**config.mk**
```make
export PLATFORM = sky130hd
export DESIGN_NAME = scanout_top
export DESIGN_NICKNAME = d
export VERILOG_FILES = /design/src/design/scanout_pkg.sv /design/src/design/dvi_out.sv /design/src/design/frame_fetch.sv /design/src/design/pixel_fifo.sv /design/src/design/scanout_ctrl.sv /design/src/design/scanout_top.sv /design/src/design/vga_timing.sv
export SDC_FILE = /design/constraint.sdc
export NUM_CORES = 2
export LEC_CHECK = 0
export BUFFER_PORTS_ARGS = -buffer_cell sky130_fd_sc_hd__buf_2
export CAP_MARGIN = 20
export CORE_MARGIN = 3
export CORE_UTILIZATION = 35
export CTS_CLUSTER_SIZE = 14
export DETAILED_ROUTE_END_ITERATION = 10
export PLACE_DENSITY = 0.53
export SYNTH_ARGS = -nofsm -noshare
export SYNTH_HDL_FRONTEND = slang
export SYNTH_SLANG_ARGS = --single-unit
```
**constraint.sdc**
```tcl
create_clock -name clk_25mhz -period 7.4 [get_ports clk_25mhz]
set_input_delay 0.74 -clock clk_25mhz [delete_from_list [all_inputs] [get_ports clk_25mhz]]
set_output_delay 0.74 -clock clk_25mhz [all_outputs]
set_load 0.1 [all_outputs]
```
**src/design/scanout_pkg.sv**
```systemverilog
package scanout_pkg;

	////////////////////
	// Video timing, 640x480 at 60 Hz
	////////////////////

	// Horizontal, in pixel clocks
	localparam int H_ACTIVE = 640;
	localparam int H_FRONT  = 16;
	localparam int H_SYNC   = 96;
	localparam int H_BACK   = 48;
	localparam int H_TOTAL  = H_ACTIVE + H_FRONT + H_SYNC + H_BACK;

	// Vertical, in lines
	localparam int V_ACTIVE = 480;
	localparam int V_FRONT  = 10;
	localparam int V_SYNC   = 2;
	localparam int V_BACK   = 33;
	localparam int V_TOTAL  = V_ACTIVE + V_FRONT + V_SYNC + V_BACK;

	// Counter width, covers 800 and 525
	localparam int CNT_W = 10;

	// One memory word per visible pixel
	localparam int FRAME_WORDS = H_ACTIVE * V_ACTIVE;

	////////////////////
	// Memory and FIFO sizing
	////////////////////

	// Wishbone word address width
	localparam int ADDR_W = 28;

	localparam int FIFO_DEPTH  = 64;
	localparam int FIFO_AW     = 6;
	// One extra bit so full and empty differ
	localparam int FIFO_LVL_W  = FIFO_AW + 1;
	// Fill level needed before the first line goes out
	localparam int PRIME_LEVEL = 48;

	////////////////////
	// Shared bundles
	////////////////////

	typedef struct packed {
		logic [7:0] r;
		logic [7:0] g;
		logic [7:0] b;
	} pixel_t;

	// Syncs active low, blank active high
	typedef struct packed {
		logic hsync;
		logic vsync;
		logic blank;
	} vsync_t;

	// Idle video control levels
	localparam vsync_t SYNC_IDLE = '{hsync: 1'b1, vsync: 1'b1, blank: 1'b1};

	typedef struct packed {
		logic              cyc;
		logic              stb;
		logic [ADDR_W-1:0] adr;
	} wb_req_t;

	typedef struct packed {
		logic [31:0] dat;
		logic        ack;
	} wb_rsp_t;

	typedef struct packed {
		logic [11:0] hi;
		logic [11:0] lo;
	} dvi_word_t;

endpackage

```
**src/design/dvi_out.sv**
```systemverilog
`timescale 1ns/1ps

module dvi_out import scanout_pkg::*; (
	input  logic      clk_25mhz,
	input  logic      rst_n,
	input  vsync_t    sync_in,
	input  pixel_t    rd_data,
	output pixel_t    pixel,
	output vsync_t    sync,
	output dvi_word_t dvi
);

	// First delay stage, lines up with rd_data
	vsync_t      sync_d1;
	pixel_t      pix_n;
	logic [23:0] gbrg;

	// Nothing visible outside active video
	assign pix_n = sync_d1.blank ? '0 : rd_data;

	// Green low nibble, blue, red, green high nibble
	assign gbrg = {pix_n.g[3:0], pix_n.b, pix_n.r, pix_n.g[7:4]};

	always_ff @(posedge clk_25mhz or negedge rst_n) begin
		if (!rst_n) begin
			sync_d1 <= SYNC_IDLE;
			sync    <= SYNC_IDLE;
			pixel   <= '0;
			dvi     <= '0;
		end else begin
			sync_d1 <= sync_in;
			sync    <= sync_d1;
			pixel   <= pix_n;
			// Both halves, the pad DDR cell picks one per edge
			dvi.hi  <= gbrg[23:12];
			dvi.lo  <= gbrg[11:0];
		end
	end

endmodule

```
**src/design/frame_fetch.sv**
```systemverilog
`timescale 1ns/1ps

module frame_fetch import scanout_pkg::*; (
	input  logic                  clk_25mhz,
	input  logic                  rst_n,
	input  logic                  fetch_restart,
	input  logic [ADDR_W-1:0]     fetch_base,
	input  logic [FIFO_LVL_W-1:0] level,
	output wb_req_t               wb_req,
	input  wb_rsp_t               wb_rsp,
	output logic                  wr_en,
	output pixel_t                wr_data
);

	logic              cyc_q;
	logic [ADDR_W-1:0] adr_q;
	logic [ADDR_W-1:0] offset;
	// Pending read belongs to an abandoned frame
	logic              drop;

	logic              ack_take;
	logic              bus_free;
	logic              issue;
	logic [ADDR_W-1:0] off_n;
	logic              drop_n;

	assign ack_take = cyc_q && wb_rsp.ack;
	// No transfer open, or the open one finishes now
	assign bus_free = !cyc_q || ack_take;

	////////////////////
	// Next offset
	////////////////////

	always_comb begin
		off_n  = offset;
		drop_n = drop;
		if (fetch_restart) begin
			off_n  = '0;
			// Let an open read finish, then throw its data away
			drop_n = cyc_q && !wb_rsp.ack;
		end else if (ack_take) begin
			if (!drop)
				off_n = offset + 1'b1;
			drop_n = 1'b0;
		end
	end

	// Frame not done and at least two free entries
	assign issue = (off_n < ADDR_W'(FRAME_WORDS)) &&
	               (level <= FIFO_LVL_W'(FIFO_DEPTH - 2));

	always_ff @(posedge clk_25mhz or negedge rst_n) begin
		if (!rst_n) begin
			cyc_q  <= 1'b0;
			adr_q  <= '0;
			offset <= '0;
			drop   <= 1'b0;
		end else begin
			offset <= off_n;
			drop   <= drop_n;
			if (bus_free) begin
				cyc_q <= issue;
				// Base plus offset, held until ack
				if (issue)
					adr_q <= fetch_base + off_n;
			end
		end
	end

	assign wb_req.cyc = cyc_q;
	assign wb_req.stb = cyc_q;
	assign wb_req.adr = adr_q;

	// Low 24 bits of the acked word, r in the top byte
	assign wr_en   = ack_take && !drop;
	assign wr_data = pixel_t'(wb_rsp.dat[23:0]);

endmodule

```
**src/design/pixel_fifo.sv**
```systemverilog
`timescale 1ns/1ps

module pixel_fifo import scanout_pkg::*; (
	input  logic                  clk_25mhz,
	input  logic                  rst_n,
	input  logic                  flush,
	input  logic                  wr_en,
	input  pixel_t                wr_data,
	input  logic                  rd_req,
	output pixel_t                rd_data,
	output logic                  empty,
	output logic [FIFO_LVL_W-1:0] level
);

	pixel_t mem [FIFO_DEPTH];

	// Extra top bit tells full from empty
	logic [FIFO_LVL_W-1:0] wr_ptr;
	logic [FIFO_LVL_W-1:0] rd_ptr;
	logic                  full;
	logic                  do_wr;
	logic                  do_rd;

	assign level = wr_ptr - rd_ptr;
	assign empty = (level == '0);
	assign full  = (level == FIFO_LVL_W'(FIFO_DEPTH));

	// Flush wins over a write in the same cycle
	assign do_wr = wr_en && !full && !flush;
	assign do_rd = rd_req && !empty;

	always_ff @(posedge clk_25mhz or negedge rst_n) begin
		if (!rst_n) begin
			wr_ptr <= '0;
			rd_ptr <= '0;
		end else if (flush) begin
			wr_ptr <= '0;
			rd_ptr <= '0;
		end else begin
			if (do_wr)
				wr_ptr <= wr_ptr + 1'b1;
			if (do_rd)
				rd_ptr <= rd_ptr + 1'b1;
		end
	end

	// Storage
	always_ff @(posedge clk_25mhz) begin
		if (do_wr)
			mem[wr_ptr[FIFO_AW-1:0]] <= wr_data;
	end

	// Read port, black on underrun
	always_ff @(posedge clk_25mhz) begin
		if (rd_req)
			rd_data <= do_rd ? mem[rd_ptr[FIFO_AW-1:0]] : '0;
	end

endmodule

```
**src/design/scanout_ctrl.sv**
```systemverilog
`timescale 1ns/1ps

module scanout_ctrl import scanout_pkg::*; (
	input  logic                  clk_25mhz,
	input  logic                  rst_n,
	input  logic                  display_on,
	input  logic [ADDR_W-1:0]     mem_start,
	input  logic [FIFO_LVL_W-1:0] level,
	input  logic                  frame_end,
	input  logic                  rd_req,
	input  logic                  empty,
	output logic                  timing_run,
	output logic                  fetch_restart,
	output logic [ADDR_W-1:0]     fetch_base,
	output logic                  fifo_flush,
	output logic                  underrun,
	output logic                  dvi_rst_n
);

	// OFF while the display is disabled
	// PRIME fills the FIFO before the first frame
	// RUN streams frames back to back
	typedef enum logic [1:0] {
		OFF,
		PRIME,
		RUN
	} state_t;

	state_t state;

	////////////////////
	// Sequencing
	////////////////////

	always_ff @(posedge clk_25mhz or negedge rst_n) begin
		if (!rst_n) begin
			state         <= OFF;
			fetch_restart <= 1'b0;
			fifo_flush    <= 1'b0;
			fetch_base    <= '0;
			underrun      <= 1'b0;
		end else begin
			// Single cycle pulses by default
			fetch_restart <= 1'b0;
			fifo_flush    <= 1'b0;
			if (!display_on) begin
				// Display off drops everything, sticky flag too
				state    <= OFF;
				underrun <= 1'b0;
			end else begin
				case (state)
					OFF: begin
						// Enable seen, start the first fill
						state         <= PRIME;
						fetch_base    <= mem_start;
						fetch_restart <= 1'b1;
						fifo_flush    <= 1'b1;
					end
					PRIME: begin
						// Wait time depends on memory wait states
						if (level >= FIFO_LVL_W'(PRIME_LEVEL))
							state <= RUN;
					end
					RUN: begin
						// Frame boundary, base for next frame
						if (frame_end) begin
							fetch_base    <= mem_start;
							fetch_restart <= 1'b1;
							fifo_flush    <= 1'b1;
						end
						// Display can't stall, so only flag it
						if (rd_req && empty)
							underrun <= 1'b1;
					end
					default: state <= OFF;
				endcase
			end
		end
	end

	// Counters and DVI chip come alive together
	assign timing_run = (state == RUN);
	assign dvi_rst_n  = (state == RUN);

endmodule

```
**src/design/scanout_top.sv**
```systemverilog
`timescale 1ns/1ps

module scanout_top import scanout_pkg::*; (
	input  logic              clk_25mhz,
	input  logic              rst_n,
	input  logic              display_on,
	input  logic [ADDR_W-1:0] mem_start,
	output wb_req_t           wb_req,
	input  wb_rsp_t           wb_rsp,
	output pixel_t            pixel,
	output vsync_t            sync,
	output dvi_word_t         dvi,
	output logic              dvi_rst_n,
	output logic              underrun
);

	// Datapath held in reset while the display is off
	logic                  core_rst_n;

	logic                  timing_run;
	logic                  fetch_restart;
	logic [ADDR_W-1:0]     fetch_base;
	logic                  fifo_flush;
	logic [FIFO_LVL_W-1:0] level;
	logic                  frame_end;
	logic                  rd_req;
	logic                  empty;
	logic                  wr_en;
	pixel_t                wr_data;
	pixel_t                rd_data;
	vsync_t                timing_sync;

	assign core_rst_n = rst_n & display_on;

	scanout_ctrl u_ctrl (
		.clk_25mhz(clk_25mhz), .rst_n(rst_n), .display_on(display_on),
		.mem_start(mem_start), .level(level), .frame_end(frame_end),
		.rd_req(rd_req), .empty(empty), .timing_run(timing_run),
		.fetch_restart(fetch_restart), .fetch_base(fetch_base),
		.fifo_flush(fifo_flush), .underrun(underrun), .dvi_rst_n(dvi_rst_n)
	);

	vga_timing u_timing (
		.clk_25mhz(clk_25mhz), .rst_n(core_rst_n), .timing_run(timing_run),
		.sync(timing_sync), .rd_req(rd_req), .frame_end(frame_end)
	);

	frame_fetch u_fetch (
		.clk_25mhz(clk_25mhz), .rst_n(core_rst_n), .fetch_restart(fetch_restart),
		.fetch_base(fetch_base), .level(level), .wb_req(wb_req), .wb_rsp(wb_rsp),
		.wr_en(wr_en), .wr_data(wr_data)
	);

	pixel_fifo u_fifo (
		.clk_25mhz(clk_25mhz), .rst_n(core_rst_n), .flush(fifo_flush),
		.wr_en(wr_en), .wr_data(wr_data), .rd_req(rd_req), .rd_data(rd_data),
		.empty(empty), .level(level)
	);

	dvi_out u_dvi (
		.clk_25mhz(clk_25mhz), .rst_n(core_rst_n), .sync_in(timing_sync),
		.rd_data(rd_data), .pixel(pixel), .sync(sync), .dvi(dvi)
	);

endmodule

```
**src/design/vga_timing.sv**
```systemverilog
`timescale 1ns/1ps

module vga_timing import scanout_pkg::*; (
	input  logic   clk_25mhz,
	input  logic   rst_n,
	input  logic   timing_run,
	output vsync_t sync,
	output logic   rd_req,
	output logic   frame_end
);

	logic [CNT_W-1:0] h_cnt;
	logic [CNT_W-1:0] v_cnt;
	logic             h_last;
	logic             v_last;
	logic             active;

	assign h_last = (h_cnt == CNT_W'(H_TOTAL - 1));
	assign v_last = (v_cnt == CNT_W'(V_TOTAL - 1));

	////////////////////
	// Counters
	////////////////////

	always_ff @(posedge clk_25mhz or negedge rst_n) begin
		if (!rst_n) begin
			h_cnt <= '0;
			v_cnt <= '0;
		end else if (!timing_run) begin
			// Parked at the top left corner
			h_cnt <= '0;
			v_cnt <= '0;
		end else begin
			if (h_last) begin
				h_cnt <= '0;
				// Next line, wrap at frame end
				if (v_last)
					v_cnt <= '0;
				else
					v_cnt <= v_cnt + 1'b1;
			end else begin
				h_cnt <= h_cnt + 1'b1;
			end
		end
	end

	////////////////////
	// Decode
	////////////////////

	assign active = (h_cnt < CNT_W'(H_ACTIVE)) && (v_cnt < CNT_W'(V_ACTIVE));

	always_comb begin
		sync = SYNC_IDLE;
		if (timing_run) begin
			// Sync pulse after front porch
			sync.hsync = !((h_cnt >= CNT_W'(H_ACTIVE + H_FRONT)) &&
			               (h_cnt <  CNT_W'(H_ACTIVE + H_FRONT + H_SYNC)));
			sync.vsync = !((v_cnt >= CNT_W'(V_ACTIVE + V_FRONT)) &&
			               (v_cnt <  CNT_W'(V_ACTIVE + V_FRONT + V_SYNC)));
			sync.blank = !active;
		end
	end

	// One FIFO pop per visible pixel
	assign rd_req = timing_run && active;

	// Last visible pixel of the frame; the whole vertical blank
	// after it is left for the refill
	assign frame_end = timing_run &&
	                   (h_cnt == CNT_W'(H_ACTIVE - 1)) &&
	                   (v_cnt == CNT_W'(V_ACTIVE - 1));

endmodule

```
==> run summary <==
Status -> completed
Minimum clock period -> 5640 ps
PwrDens -> 320 nW/um^2
Rows -> 160
1st-iter DRT viols -> 3271
Total power -> 24.9 mW
CTS root buf -> clkbuf_16
Die Y-Extent -> 445 um
Skew final -> 45.2 ps
Setup CP Type -> reg2reg
Max Slew Vio Count -> 0
Syn Area/Cell -> 21.6 um^2
Worst Hold Class -> in2async
Most common cell after layout, fill and taps aside -> edfxtp_1
Synth Flop Type -> edfxtp_1
Mapped Area -> 67500 um^2
Cells along the critical path -> ha_1, inv_1, fa_1, a21o_1, a21o_1, and4_1, a211oi_1, buf_4, o21a_1, nor3b_1, nand3_1, nor2_4
Fraction of layout cells with a size suffix above 1 -> 31.2%
DP Area -> 71800 um^2
Fin crit share -> 76.2%
1st-pass router iterations -> 5
MaxCap Viol Count -> 0
Dpl hpwl -> 95500 um
DRC violations left -> 0
Area grow syn2layout -> 15.0%
Logic pwr share -> 20.4%
Nets -> 3467
Core Area -> 191000 um^2
Clock power share -> 34.9%
Finished Cell Area -> 77700 um^2
Post-CTS sizing -> 0
Count of cell types in the netlist -> 73
Reg2reg start -> u_fifo.rd_ptr[0]
Fin util -> 40.7%
Post-synth EDFFs -> 1560
Clock Tree Buf Depth -> 3
Critical Path Slowest Stage Cell -> nor2_4
Worst-path clk slew -> 60 ps
Grt ovf -> 0
PnR worst setup slack -> 1760 ps
CP dominant cell by count -> a21o_1
CP Data Required Time -> 7820 ps
Setup WS pre-CTS -> 1830 ps
Clock Sinks -> 1714
Initial Utilization -> 35.4%
RSZ-0062 raised after global routing -> no
Total GRT Usage -> 17.1%
Switching share of power -> 28.1%
CTS Buf Count -> 178
Die ar. -> 198000 um^2
Routed Antenna Nets -> 0
Maximum fanout along the worst path -> 24
Post-Syn Nets -> 3233
I/O pin total -> 147
Critical Path AT -> 6060 ps
Die X-Extent -> 445 um
Register area share after synthesis -> 75.1%
H-tree levels -> 4
Final cell count without fillers -> 6020
Synth async-reset ratio -> 8.98%
I/O Buffers -> 138
Slew HR -> 23.5%
CTS tree -> yes
Worst Hold Slack -> 161 ps
Int Pwr -> 17.9 mW
Startpoint Class -> flip-flop
Final Hold Vio Count -> 0
Synth Instances -> 3128
Synth warnings -> 0
Sequential Power Share -> 44.7%
Vias in the first global route -> 32473
Largest net degree at the start of global routing -> 128
Most frequent cells in the layout -> edfxtp_1 (1560), mux4_2 (504), clkbuf_16 (181)
Placed insts -> 5682
Vias/cell -> 5.26
LEAKAGE -> 24.5 nW
Final TNS setup -> 0 ps
VDD IR max -> 0.269 mV
Worst setup EP type -> flip-flop
Worst Setup SP -> u_fifo.rd_ptr[0]
Psw -> 6.99 mW
RePlAce Congestion -> 0.782
R2R setup slack -> 1760 ps
Avg WL per Cell -> 28.1 um
Worst-margin pin slew -> 1140 ps
Vias -> 31682
Slowest stage delay, CP -> 1080 ps
Setup violators final -> 0
WL final -> 169000 um
First-pass GRT wire length -> 243000 um
Fmax -> 177 MHz
Post-synthesis register bit count -> 1714
Initial antenna violation count -> 16
Worst-Skew Late Latency -> 810 ps
[flip-flops by register name (all words and copies together) (netlist names), 7 cells and up]
register and count:
u_timing.h_cnt 10, u_fifo.mem 1536, u_fifo.rd_ptr 7, u_dvi.pixel 21
u_timing.v_cnt 10, u_fetch.adr_q 28, u_fetch.offset 28, u_ctrl.fetch_base 28
u_fifo.rd_data 24, u_fifo.wr_ptr 7
[per-layer routing]
metal / GRT usage (%) / part of all wire (%) / vias to the layer above
met4: 3.44 / 1.6 / 4
met5: 0 / 0.012 / -
met1: 24.3 / 44 / 17122
met3: 3.24 / 5.6 / 200
met2: 27.6 / 48 / 863
li1: - / - / 13493
[synth_stat cells, drive strengths merged, types with 15 or more instances]
| library cell | n | area, um^2 |
|---|---|---|
| and2 | 15 | 93.8 |
| nand3 | 26 | 135 |
| nand4 | 19 | 134 |
| edfxtp | 1560 | 46800 |
| dfrtp | 148 | 3700 |
| nor3 | 18 | 95.1 |
| nor2b | 29 | 181 |
| a21oi | 33 | 169 |
| nor2 | 137 | 514 |
| and3 | 32 | 200 |
| xnor2 | 37 | 324 |
| mux2 | 31 | 349 |
| nand2 | 67 | 251 |
| clkbuf | 96 | 362 |
| ha | 39 | 488 |
| o21ai | 42 | 210 |
| buf | 80 | 413 |
| inv | 33 | 124 |
| mux4 | 504 | 11400 |
| xor2 | 29 | 254 |
[cell families (layout without fill, tap and decap cells)]
logic type	count (synthesis)	after routing	share of synthesized area [%]
compound gates	150	150	1.48
xor+xnor	66	66	0.856
fa+ha+maj	42	42	0.797
buf+inv	209	585	1.33
flops	1714	1714	75.1
mux	542	542	17.4
other cells	0	5	0
simple gates	405	405	3.05
[worst paths after layout]
path,end,cells past startpoint
worst max-delay path,u_fifo.mem[51][22],12
worst min-delay path,u_timing.h_cnt[9],2
worst max register to register,u_fifo.mem[51][22],12
worst min register to register,u_dvi.sync[2],0
max in group asynchronous,u_fetch.offset[22],6
min in group clk_25mhz,u_ctrl.fetch_base[26],2
[worst max-delay path, delay by kind of cell (launching register included)]
| kind | cells | cell delay (ps) |
|---|---|---|
| AOI/OAI and AO/OA | 4 | 1020 |
| DFF | 1 | 690 |
| adders and majority gates | 2 | 660 |
| buffers and inverters | 2 | 260 |
| and+or+nand+nor | 4 | 2600 |
[final cells by class]
type / instances / area (um^2)
Fill cell: 16747 / 113000
Sequential cell: 1714 / 50700
Multi-Input combinational cell: 1205 / 16400
Clock buffer: 227 / 4720
Tap cell: 2511 / 3140
Timing Repair Buffer: 230 / 1620
Clock inverter: 95 / 911
Inverter: 33 / 131
Antenna cell: 5 / 12.5
[power groups by stage]
| stage | clock network, mW | registers (mW) | logic, mW |
|---|---|---|---|
| after floorplan | 0 | 11.8 | 3.15 |
| after CTS | 8.88 | 11.1 | 5.21 |
| after global placement | 0 | 11.3 | 5.18 |
| after detailed placement | 0 | 11.3 | 5.20 |
| after global routing | 9.29 | 11.2 | 5.45 |
| final | 8.68 | 11.1 | 5.09 |
[repair_timing]
action                                 CTS  global route
endpoints found under the hold margin   32             0
hold buffers                             1             0
setup buffers                            0             0
Power figures use the tool's default switching activity.
